$ cat config.mk
export PLATFORM = sky130hd
export DESIGN_NAME = gru_cell
export DESIGN_NICKNAME = d
export VERILOG_FILES = /design/src/gru_pkg.sv /design/src/gru_cell.sv /design/src/gru_state_update.sv /design/src/gru_sequencer.sv /design/src/gru_activation.sv /design/src/gru_mac.sv /design/src/gru_weight_rom.sv /design/src/gru_operand_bank.sv
export SDC_FILE = /design/constraint.sdc
export NUM_CORES = 2
export LEC_CHECK = 0
export ABC_AREA = 0
export BUFFER_PORTS_ARGS = -buffer_cell sky130_fd_sc_hd__buf_2
export CORE_MARGIN = 4
export CORE_UTILIZATION = 50
export CTS_CLUSTER_DIAMETER = 30
export DETAILED_ROUTE_END_ITERATION = 10
export GPL_TIMING_DRIVEN = 0
export PLACE_DENSITY = 0.75
export SYNTH_ARGS = -nofsm -noshare
export SYNTH_HDL_FRONTEND = slang
export SYNTH_HIERARCHICAL = 1
export SYNTH_SLANG_ARGS = --single-unit
$ cat constraint.sdc
create_clock -name clk -period 9.5 [get_ports clk]
set_input_delay 1.425 -clock clk [delete_from_list [all_inputs] [get_ports clk]]
set_output_delay 1.425 -clock clk [all_outputs]
set_load 0.1 [all_outputs]
$ cat src/gru_weights.mem
// q8.8 words: 9 biases (gate z, r, h by neuron), then 9 rows of 6 weights (3 x, 3 h)
0040
ffc0
0020
0080
ffa0
0010
0000
0030
ffe0
0040
ffe0
0030
0020
fff0
0018
ffa0
0010
ffd0
0028
ffc8
0008
0050
0030
ffe8
ffd8
0044
0010
0038
ffc0
0060
0010
0020
ffe0
ffb0
ffe8
0018
ffd0
0008
ffc0
0024
0048
ffe4
0030
ffd4
0058
0070
ff90
0040
ffe0
0050
ffb8
ff88
0034
0064
ffcc
0028
0044
0058
ffa8
ff9c
0070
ffc4
0030

$ cat src/gru_pkg.sv
`default_nettype none

package gru_pkg;

	// sizes
	localparam int NB_INPUTS = 3;
	localparam int NB_NEURONS = 3;
	localparam int NB_COLS = NB_INPUTS + NB_NEURONS;
	localparam int COL_W = $clog2(NB_COLS);
	localparam int NRN_W = $clog2(NB_NEURONS + 1);

	// q8.8 data path
	localparam int WORD_W = 16;
	localparam int FRAC_W = 8;
	localparam int ONE_Q = 256;
	localparam int ACC_W = 32;
	localparam int WORD_MAX = 2 ** (WORD_W - 1) - 1;
	localparam int WORD_MIN = -(2 ** (WORD_W - 1));

	// rom layout, biases first then weight rows
	localparam int ROM_DEPTH = 3 * NB_NEURONS + 3 * NB_NEURONS * NB_COLS;
	localparam int BIAS_BASE = 0;
	localparam int WEIGHT_BASE = 3 * NB_NEURONS;
	localparam int ROM_ADDR_W = $clog2(ROM_DEPTH);

	typedef logic signed [WORD_W-1:0] word_t;
	typedef logic signed [ACC_W-1:0] acc_t;
	typedef word_t [NB_INPUTS-1:0] vec_in_t;
	typedef word_t [NB_NEURONS-1:0] vec_state_t;

	typedef enum logic [1:0] {
		gate_z = 2'd0,
		gate_r = 2'd1,
		gate_h = 2'd2
	} gate_e;

	typedef enum logic [2:0] {
		st_idle,
		st_bias,
		st_mac,
		st_finish,
		st_done
	} seq_state_e;

	function automatic word_t sat_word(input acc_t v);
		if (v > acc_t'(WORD_MAX))
			return word_t'(WORD_MAX);
		if (v < acc_t'(WORD_MIN))
			return word_t'(WORD_MIN);
		return word_t'(v);
	endfunction

endpackage

`default_nettype wire
$ cat src/gru_cell.sv
`timescale 1ns/1ps
`default_nettype none

module gru_cell (
	input wire logic clk,
	input wire logic rst,
	input wire logic start,
	input wire gru_pkg::vec_in_t x_in,
	input wire gru_pkg::vec_state_t h_in,
	output gru_pkg::vec_state_t h_out,
	output logic valid,
	output logic busy
);
	import gru_pkg::*;

	logic start_acc;
	logic [ROM_ADDR_W-1:0] addr;
	word_t rom_data;
	logic [COL_W-1:0] idx;
	logic op_sel;
	word_t operand;
	word_t h_word;
	logic acc_load;
	logic acc_en;
	logic acc_done;
	word_t sum;
	gate_e gate;
	word_t act;
	logic r_we;
	logic z_we;
	logic blend_en;
	logic step_done;
	logic [NRN_W-1:0] neuron;

	// start is dropped while a step runs
	assign start_acc = start && !busy;

	//////////////////////////////
	// input side

	gru_operand_bank bank0 (
		.clk(clk), .rst(rst), .start(start_acc),
		.x_in(x_in), .h_in(h_in),
		.idx(idx), .op_sel(op_sel),
		.r_we(r_we), .r_idx(neuron), .r_val(act),
		.operand(operand), .h_word(h_word)
	);

	gru_weight_rom rom0 (.clk(clk), .addr(addr), .data(rom_data));

	//////////////////////////////
	// processing

	gru_sequencer seq0 (
		.clk(clk), .rst(rst), .start(start), .busy(busy),
		.addr(addr), .idx(idx), .op_sel(op_sel),
		.acc_load(acc_load), .acc_en(acc_en), .acc_done(acc_done),
		.gate(gate), .r_we(r_we), .z_we(z_we), .neuron(neuron),
		.blend_en(blend_en), .step_done(step_done)
	);

	gru_mac mac0 (
		.clk(clk), .rst(rst),
		.acc_load(acc_load), .acc_en(acc_en), .acc_done(acc_done),
		.coeff(rom_data), .operand(operand), .sum(sum)
	);

	gru_activation act0 (.gate(gate), .sum(sum), .act(act));

	//////////////////////////////
	// output side

	gru_state_update upd0 (
		.clk(clk), .rst(rst), .start(start_acc),
		.z_we(z_we), .blend_en(blend_en), .neuron(neuron),
		.act(act), .h_word(h_word), .step_done(step_done),
		.h_out(h_out), .valid(valid)
	);

endmodule

`default_nettype wire

$ cat src/gru_state_update.sv
`timescale 1ns/1ps
`default_nettype none

module gru_state_update (
	input wire logic clk,
	input wire logic rst,
	input wire logic start,
	input wire logic z_we,
	input wire logic blend_en,
	input wire logic [gru_pkg::NRN_W-1:0] neuron,
	input wire gru_pkg::word_t act,
	input wire gru_pkg::word_t h_word,
	input wire logic step_done,
	output gru_pkg::vec_state_t h_out,
	output logic valid
);
	import gru_pkg::*;

	word_t z_mem [NB_NEURONS];
	vec_state_t h_next;
	word_t z_cur;
	acc_t keep_term;
	acc_t cand_term;
	acc_t blend;

	// z*h + (1-z)*c for the current neuron
	always_comb begin
		z_cur = z_mem[neuron];
		keep_term = acc_t'(z_cur) * acc_t'(h_word);
		cand_term = (acc_t'(ONE_Q) - acc_t'(z_cur)) * acc_t'(act);
		blend = (keep_term + cand_term) >>> FRAC_W;
	end

	always_ff @(posedge clk) begin
		if (z_we) begin
			z_mem[neuron] <= act;
		end
		if (start)
			h_next <= '0;
		else if (blend_en)
			h_next[neuron] <= sat_word(blend);
	end

	// h_out only moves when a whole step is done
	always_ff @(posedge clk) begin
		if (rst) begin
			h_out <= '0;
			valid <= 1'b0;
		end else begin
			valid <= step_done;
			if (step_done)
				h_out <= h_next;
		end
	end

endmodule

`default_nettype wire

$ cat src/gru_sequencer.sv
`timescale 1ns/1ps
`default_nettype none

module gru_sequencer (
	input wire logic clk,
	input wire logic rst,
	input wire logic start,
	output logic busy,
	output logic [gru_pkg::ROM_ADDR_W-1:0] addr,
	output logic [gru_pkg::COL_W-1:0] idx,
	output logic op_sel,
	output logic acc_load,
	output logic acc_en,
	output logic acc_done,
	output gru_pkg::gate_e gate,
	output logic r_we,
	output logic z_we,
	output logic [gru_pkg::NRN_W-1:0] neuron,
	output logic blend_en,
	output logic step_done
);
	import gru_pkg::*;

	seq_state_e state;
	gate_e cur_gate;
	logic [NRN_W-1:0] cur_neuron;
	logic [COL_W-1:0] col;
	logic last_neuron;
	logic last_col;
	int row;

	assign last_neuron = (cur_neuron == NRN_W'(NB_NEURONS - 1));
	assign last_col = (col == COL_W'(NB_COLS - 1));
	// candidate pass reads the gated state
	assign op_sel = (cur_gate == gate_h);

	//////////////////////////////
	// rom address and operand index

	always_comb begin
		row = int'(cur_gate) * NB_NEURONS + int'(cur_neuron);
		idx = '0;
		addr = '0;
		if (state == st_bias) begin
			addr = ROM_ADDR_W'(BIAS_BASE + row);
		end else if (state == st_mac) begin
			idx = col;
			addr = ROM_ADDR_W'(WEIGHT_BASE + row * NB_COLS + int'(col));
		end
	end

	//////////////////////////////
	// pass, neuron and column walk

	always_ff @(posedge clk) begin
		if (rst) begin
			state <= st_idle;
			cur_gate <= gate_z;
			cur_neuron <= '0;
			col <= '0;
		end else begin
			case (state)
				st_idle: begin
					if (start && !busy) begin
						cur_gate <= gate_z;
						cur_neuron <= '0;
						state <= st_bias;
					end
				end
				st_bias: begin
					col <= '0;
					state <= st_mac;
				end
				st_mac: begin
					col <= col + 1'b1;
					if (last_col)
						state <= st_finish;
				end
				st_finish: begin
					state <= st_bias;
					if (cur_gate == gate_z) begin
						cur_gate <= gate_r;
					end else if (cur_gate == gate_r) begin
						// z then r per neuron, candidates after the last one
						if (last_neuron) begin
							cur_gate <= gate_h;
							cur_neuron <= '0;
						end else begin
							cur_gate <= gate_z;
							cur_neuron <= cur_neuron + 1'b1;
						end
					end else if (last_neuron) begin
						state <= st_done;
					end else begin
						cur_neuron <= cur_neuron + 1'b1;
					end
				end
				st_done: state <= st_idle;
				default: state <= st_idle;
			endcase
		end
	end

	// strobes trail the address by one cycle, matching rom and bank
	always_ff @(posedge clk) begin
		if (rst) begin
			busy <= 1'b0;
			acc_load <= 1'b0;
			acc_en <= 1'b0;
			acc_done <= 1'b0;
			z_we <= 1'b0;
			r_we <= 1'b0;
			blend_en <= 1'b0;
			step_done <= 1'b0;
			gate <= gate_z;
			neuron <= '0;
		end else begin
			acc_load <= (state == st_bias);
			acc_en <= (state == st_mac);
			acc_done <= (state == st_mac) && last_col;
			z_we <= (state == st_finish) && (cur_gate == gate_z);
			r_we <= (state == st_finish) && (cur_gate == gate_r);
			blend_en <= (state == st_finish) && (cur_gate == gate_h);
			step_done <= (state == st_done);
			if (state == st_finish) begin
				gate <= cur_gate;
				neuron <= cur_neuron;
			end
			if (state == st_idle && start && !busy)
				busy <= 1'b1;
			else if (step_done)
				busy <= 1'b0;
		end
	end

	a_neuron_range: assert property (@(posedge clk) disable iff (rst)
		busy |-> (cur_neuron < NB_NEURONS) && (neuron < NB_NEURONS))
		else $error("neuron index out of range");

endmodule

`default_nettype wire

$ cat src/gru_activation.sv
`timescale 1ns/1ps
`default_nettype none

module gru_activation (
	input wire gru_pkg::gate_e gate,
	input wire gru_pkg::word_t sum,
	output gru_pkg::word_t act
);
	import gru_pkg::*;

	acc_t sig_lin;

	always_comb begin
		sig_lin = (acc_t'(sum) >>> 2) + acc_t'(ONE_Q / 2);
		if (gate == gate_h) begin
			// hard tanh
			if (acc_t'(sum) > acc_t'(ONE_Q))
				act = word_t'(ONE_Q);
			else if (acc_t'(sum) < acc_t'(-ONE_Q))
				act = word_t'(-ONE_Q);
			else
				act = sum;
		end else begin
			// hard sigmoid for z and r
			if (sig_lin > acc_t'(ONE_Q))
				act = word_t'(ONE_Q);
			else if (sig_lin < 0)
				act = '0;
			else
				act = word_t'(sig_lin);
		end
	end

endmodule

`default_nettype wire

$ cat src/gru_mac.sv
`timescale 1ns/1ps
`default_nettype none

module gru_mac (
	input wire logic clk,
	input wire logic rst,
	input wire logic acc_load,
	input wire logic acc_en,
	input wire logic acc_done,
	input wire gru_pkg::word_t coeff,
	input wire gru_pkg::word_t operand,
	output gru_pkg::word_t sum
);
	import gru_pkg::*;

	acc_t product;
	acc_t acc;
	acc_t acc_next;

	// q8.8 times q8.8, back to q.8
	always_comb begin
		product = (acc_t'(coeff) * acc_t'(operand)) >>> FRAC_W;
		acc_next = acc + product;
	end

	always_ff @(posedge clk) begin
		if (rst) begin
			acc <= '0;
			sum <= '0;
		end else begin
			if (acc_load)
				acc <= acc_t'(coeff);
			else if (acc_en)
				acc <= acc_next;
			// last product may land in the done cycle
			if (acc_done)
				sum <= sat_word(acc_en ? acc_next : acc);
		end
	end

	// bias load and product add come from different sequencer states
	a_load_en_excl: assert property (@(posedge clk) disable iff (rst)
		!(acc_load && acc_en))
		else $error("acc_load and acc_en high together");

endmodule

`default_nettype wire

$ cat src/gru_weight_rom.sv
`timescale 1ns/1ps
`default_nettype none

module gru_weight_rom (
	input wire logic clk,
	input wire logic [gru_pkg::ROM_ADDR_W-1:0] addr,
	output gru_pkg::word_t data
);
	import gru_pkg::*;

	word_t mem [ROM_DEPTH];

	// biases at 0, weight rows from WEIGHT_BASE
	initial begin
		$readmemh("/design/src/gru_weights.mem", mem);
	end

	always_ff @(posedge clk) begin
		data <= mem[addr];
	end

endmodule

`default_nettype wire

$ cat src/gru_operand_bank.sv
`timescale 1ns/1ps
`default_nettype none

module gru_operand_bank (
	input wire logic clk,
	input wire logic rst,
	input wire logic start,
	input wire gru_pkg::vec_in_t x_in,
	input wire gru_pkg::vec_state_t h_in,
	input wire logic [gru_pkg::COL_W-1:0] idx,
	input wire logic op_sel,
	input wire logic r_we,
	input wire logic [gru_pkg::NRN_W-1:0] r_idx,
	input wire gru_pkg::word_t r_val,
	output gru_pkg::word_t operand,
	output gru_pkg::word_t h_word
);
	import gru_pkg::*;

	vec_in_t x_q;
	vec_state_t h_q;
	vec_state_t r_q;
	logic [COL_W-1:0] st_idx;
	word_t r_j;
	word_t h_j;
	acc_t gated;
	word_t op_next;

	always_ff @(posedge clk) begin
		if (start) begin
			x_q <= x_in;
			h_q <= h_in;
		end
		if (r_we) begin
			r_q[r_idx] <= r_val;
		end
	end

	// columns past the inputs address the state side
	always_comb begin
		st_idx = idx - COL_W'(NB_INPUTS);
		r_j = r_q[st_idx];
		h_j = h_q[st_idx];
		gated = (acc_t'(r_j) * acc_t'(h_j)) >>> FRAC_W;
		if (idx < COL_W'(NB_INPUTS))
			op_next = x_q[idx];
		else if (op_sel)
			op_next = word_t'(gated);
		else
			op_next = h_j;
	end

	// lines up with the registered rom word
	always_ff @(posedge clk) begin
		if (rst)
			operand <= '0;
		else
			operand <= op_next;
	end

	assign h_word = h_q[r_idx];

endmodule

`default_nettype wire

==> results by group <==
STA
  – FMAX: ~92 MHz
  – Measured slew at the worst slew-check pin: 1.32 ns
  – Setup WS post-layout: -1.35 ns
  – Layout Skew: 0.0351 ns
  – Final period util: 114%
  – Final setup violation count: 48
  – RSZ-0062 raised after global routing: true
  – Tmin final: 10.85 ns
  – Final Max Slew Viols: 0
  – Hold violation total from the final report: 0
  – Max transition margin: 11.1%

Clocking
  – Register clock-pin slew on the reported worst setup and hold paths: 0.05 ns
  – H-tree depth: 3
  – CTS tree: yes
  – TritonCTS Buffers: 77
  – Clk Latency, worst-skew pair: 0.65 ns
  – Clk buf depth: 3
  – Clk sinks: 375
  – Clock root buffer: clkbuf_16

Worst setup path
  – WS Path Type: flip-flop to flip-flop
  – CP Capture Type: flip-flop
  – Slowest cell on crit path: fa_1
  – Worst-path maximum fanout: 8
  – CP startpoint kind: flip-flop
  – CP max stage delay: 0.60 ns
  – Worst endpoint data arrival time: 11.36 ns
  – Worst Reg-to-Reg Cells: 36
  – Data required, critical path: 10.02 ns
  – Critical path's most frequent cell: fa_1

Die
  – Die height: about 340 um
  – Core area: 109,000 um2
  – Die ar.: roughly 110,000 um2
  – # IOs: 149
  – Cell Rows: 121
  – Initial core utilization: 50.3%
  – Die W: ~340 um

Place
  – IO buf count: about 150
  – Post-DP HPWL: 126 mm
  – Inst Count DP: around 7,300
  – GP Congestion: roughly 1

Global routing
  – Largest net degree at the start of global routing: 35
  – Met3 global-route usage: 5.40%
  – Vias in the first global route: 43,200
  – Overflow after GRT: 0
  – First-pass GRT wire length: 243 mm
  – GR Util All Layers: 27.2%
  – Top Usage Layer GRT: met2
  – Met1 Resource Use GR: 36.0%
  – Initial antenna violation count: 4
  – Met2 Use GR: 43.0%

Outcome
  – Status: finished, violations left
  – Failing checks: setup timing

Synth
  – Syn Inst Count: 5,707
  – Mapped Avg Cell Area: 9.58 um2
  – Syn. warnings: 6
  – Post-Syn Area: between 50,000 and 60,000 um2

Layout
  – Share of cells above drive strength 1: 13.3%
  – Area grow syn2layout: 13.6%
  – Final cell count without fillers: 7,532
  – Layout Nets: roughly 7,500
  – Final core utilization: 57.2%

Drt
  – Final antenna-violating net count: 0
  – TritonRoute pass-1 iters: 6
  – Vias per cell: approximately 5.5
  – WL/cell: 20.7 um
  – DR DRC count: 0
  – Vias: ~42,000
  – Routed wire length: 156 mm
  – Drt initial violations: 3,755

Flow run
  – Max Cap Viol: 0

Hold path
  – WHS Path Cells: 2
  – Min-delay worst type: flip-flop to flip-flop
## metrics by stage
stage,hold WS (ns),TNS [ns],worst slack (ns),cell area [um2]
4_1_cts,0.462,-55.56,-1.25,61500
5_1_grt,0.478,-71.40,-1.57,62100
2_1_floorplan,0.432,-6.57,-0.197,55100
6_report,0.477,-60.44,-1.35,62100
3_3_place_gp,0.440,-152.77,-3.01,57600
3_5_place_dp,0.454,-154.08,-2.97,57900
## layout by cell type (no fill, tap or decap), types with 41 or more instances in the layout
| cell type | instances |
|---|---|
| a21oi_1 | 125 |
| a221o_1 | 44 |
| and2_1 | 322 |
| buf_2 | 162 |
| buf_4 | 102 |
| buf_6 | 41 |
| clkbuf_1 | 148 |
| clkbuf_16 | 78 |
| dfxtp_1 | 180 |
| edfxtp_1 | 192 |
| fa_1 | 1007 |
| ha_1 | 325 |
| inv_1 | 1250 |
| mux2_2 | 50 |
| mux2i_1 | 91 |
| nand2_1 | 623 |
| nor2_1 | 332 |
| o21ai_0 | 66 |
| xnor2_1 | 95 |
## repair_timing
item	in CTS	in global routing
gates resized for setup	133	109
setup endpoints to repair	78	69
cloned	4	3
pin swaps	69	62
hold buffers	0	0
buffers inserted	47	30
## worst max-delay path: cells and delay by family (launching register included)
family | cells | cell delay [ns]
buf+inv | 9 | 1.22
flops | 1 | 0.39
simple gates | 8 | 2.08
compound gates | 6 | 1.47
xor+xnor | 2 | 0.55
fa+ha+maj | 9 | 4.40
mux | 2 | 0.59
## sequential cells by signal (all words and copies together) (netlist names), 2 cells and up
signal and flops:
mac0/acc 32, upd0/z_mem 48, mac0/sum 16, upd0/h_next 48, bank0/r_q 48, seq0/state 3
bank0/operand 16, bank0/x_q 48, seq0/cur_neuron 2, bank0/h_q 48, seq0/cur_gate 2, seq0/neuron 2
seq0/col 3, upd0/h_out 48, seq0/gate 2
## final timing paths
kind,startpoint,endpoint,slack (ns)
worst max-delay path,seq0/neuron[0],upd0/h_next[26],-1.35
worst max register to register,seq0/neuron[0],upd0/h_next[26],-1.35
worst min register to register,seq0/gate[1],seq0/gate[1],0.48
worst min-delay path,seq0/gate[1],seq0/gate[1],0.48
## area by class of cell
type / instances / area, um2
multi-input cells: 3834 / 40500
plain buffers: 245 / 1340
repair inverters: 1 / 5.00
flip-flops and latches: 375 / 9440
inverters: 1262 / 4750
well taps: 1414 / 1770
clock inverters: 50 / 574
repair buffers: 254 / 1690
diodes: 4 / 10.0
fillers: 9145 / 46600
clock buffers: 93 / 2080
## metal layers
metal  wire (um)  up-vias
met4        8610        0
met5           0        -
li1            -    18300
met1       60200    21000
met2       72000     2044
met3       14800      447
Power is left out: the tool's default activity adds up to more than one toggle a clock period on the data nets, which glitch-free logic cannot reach.
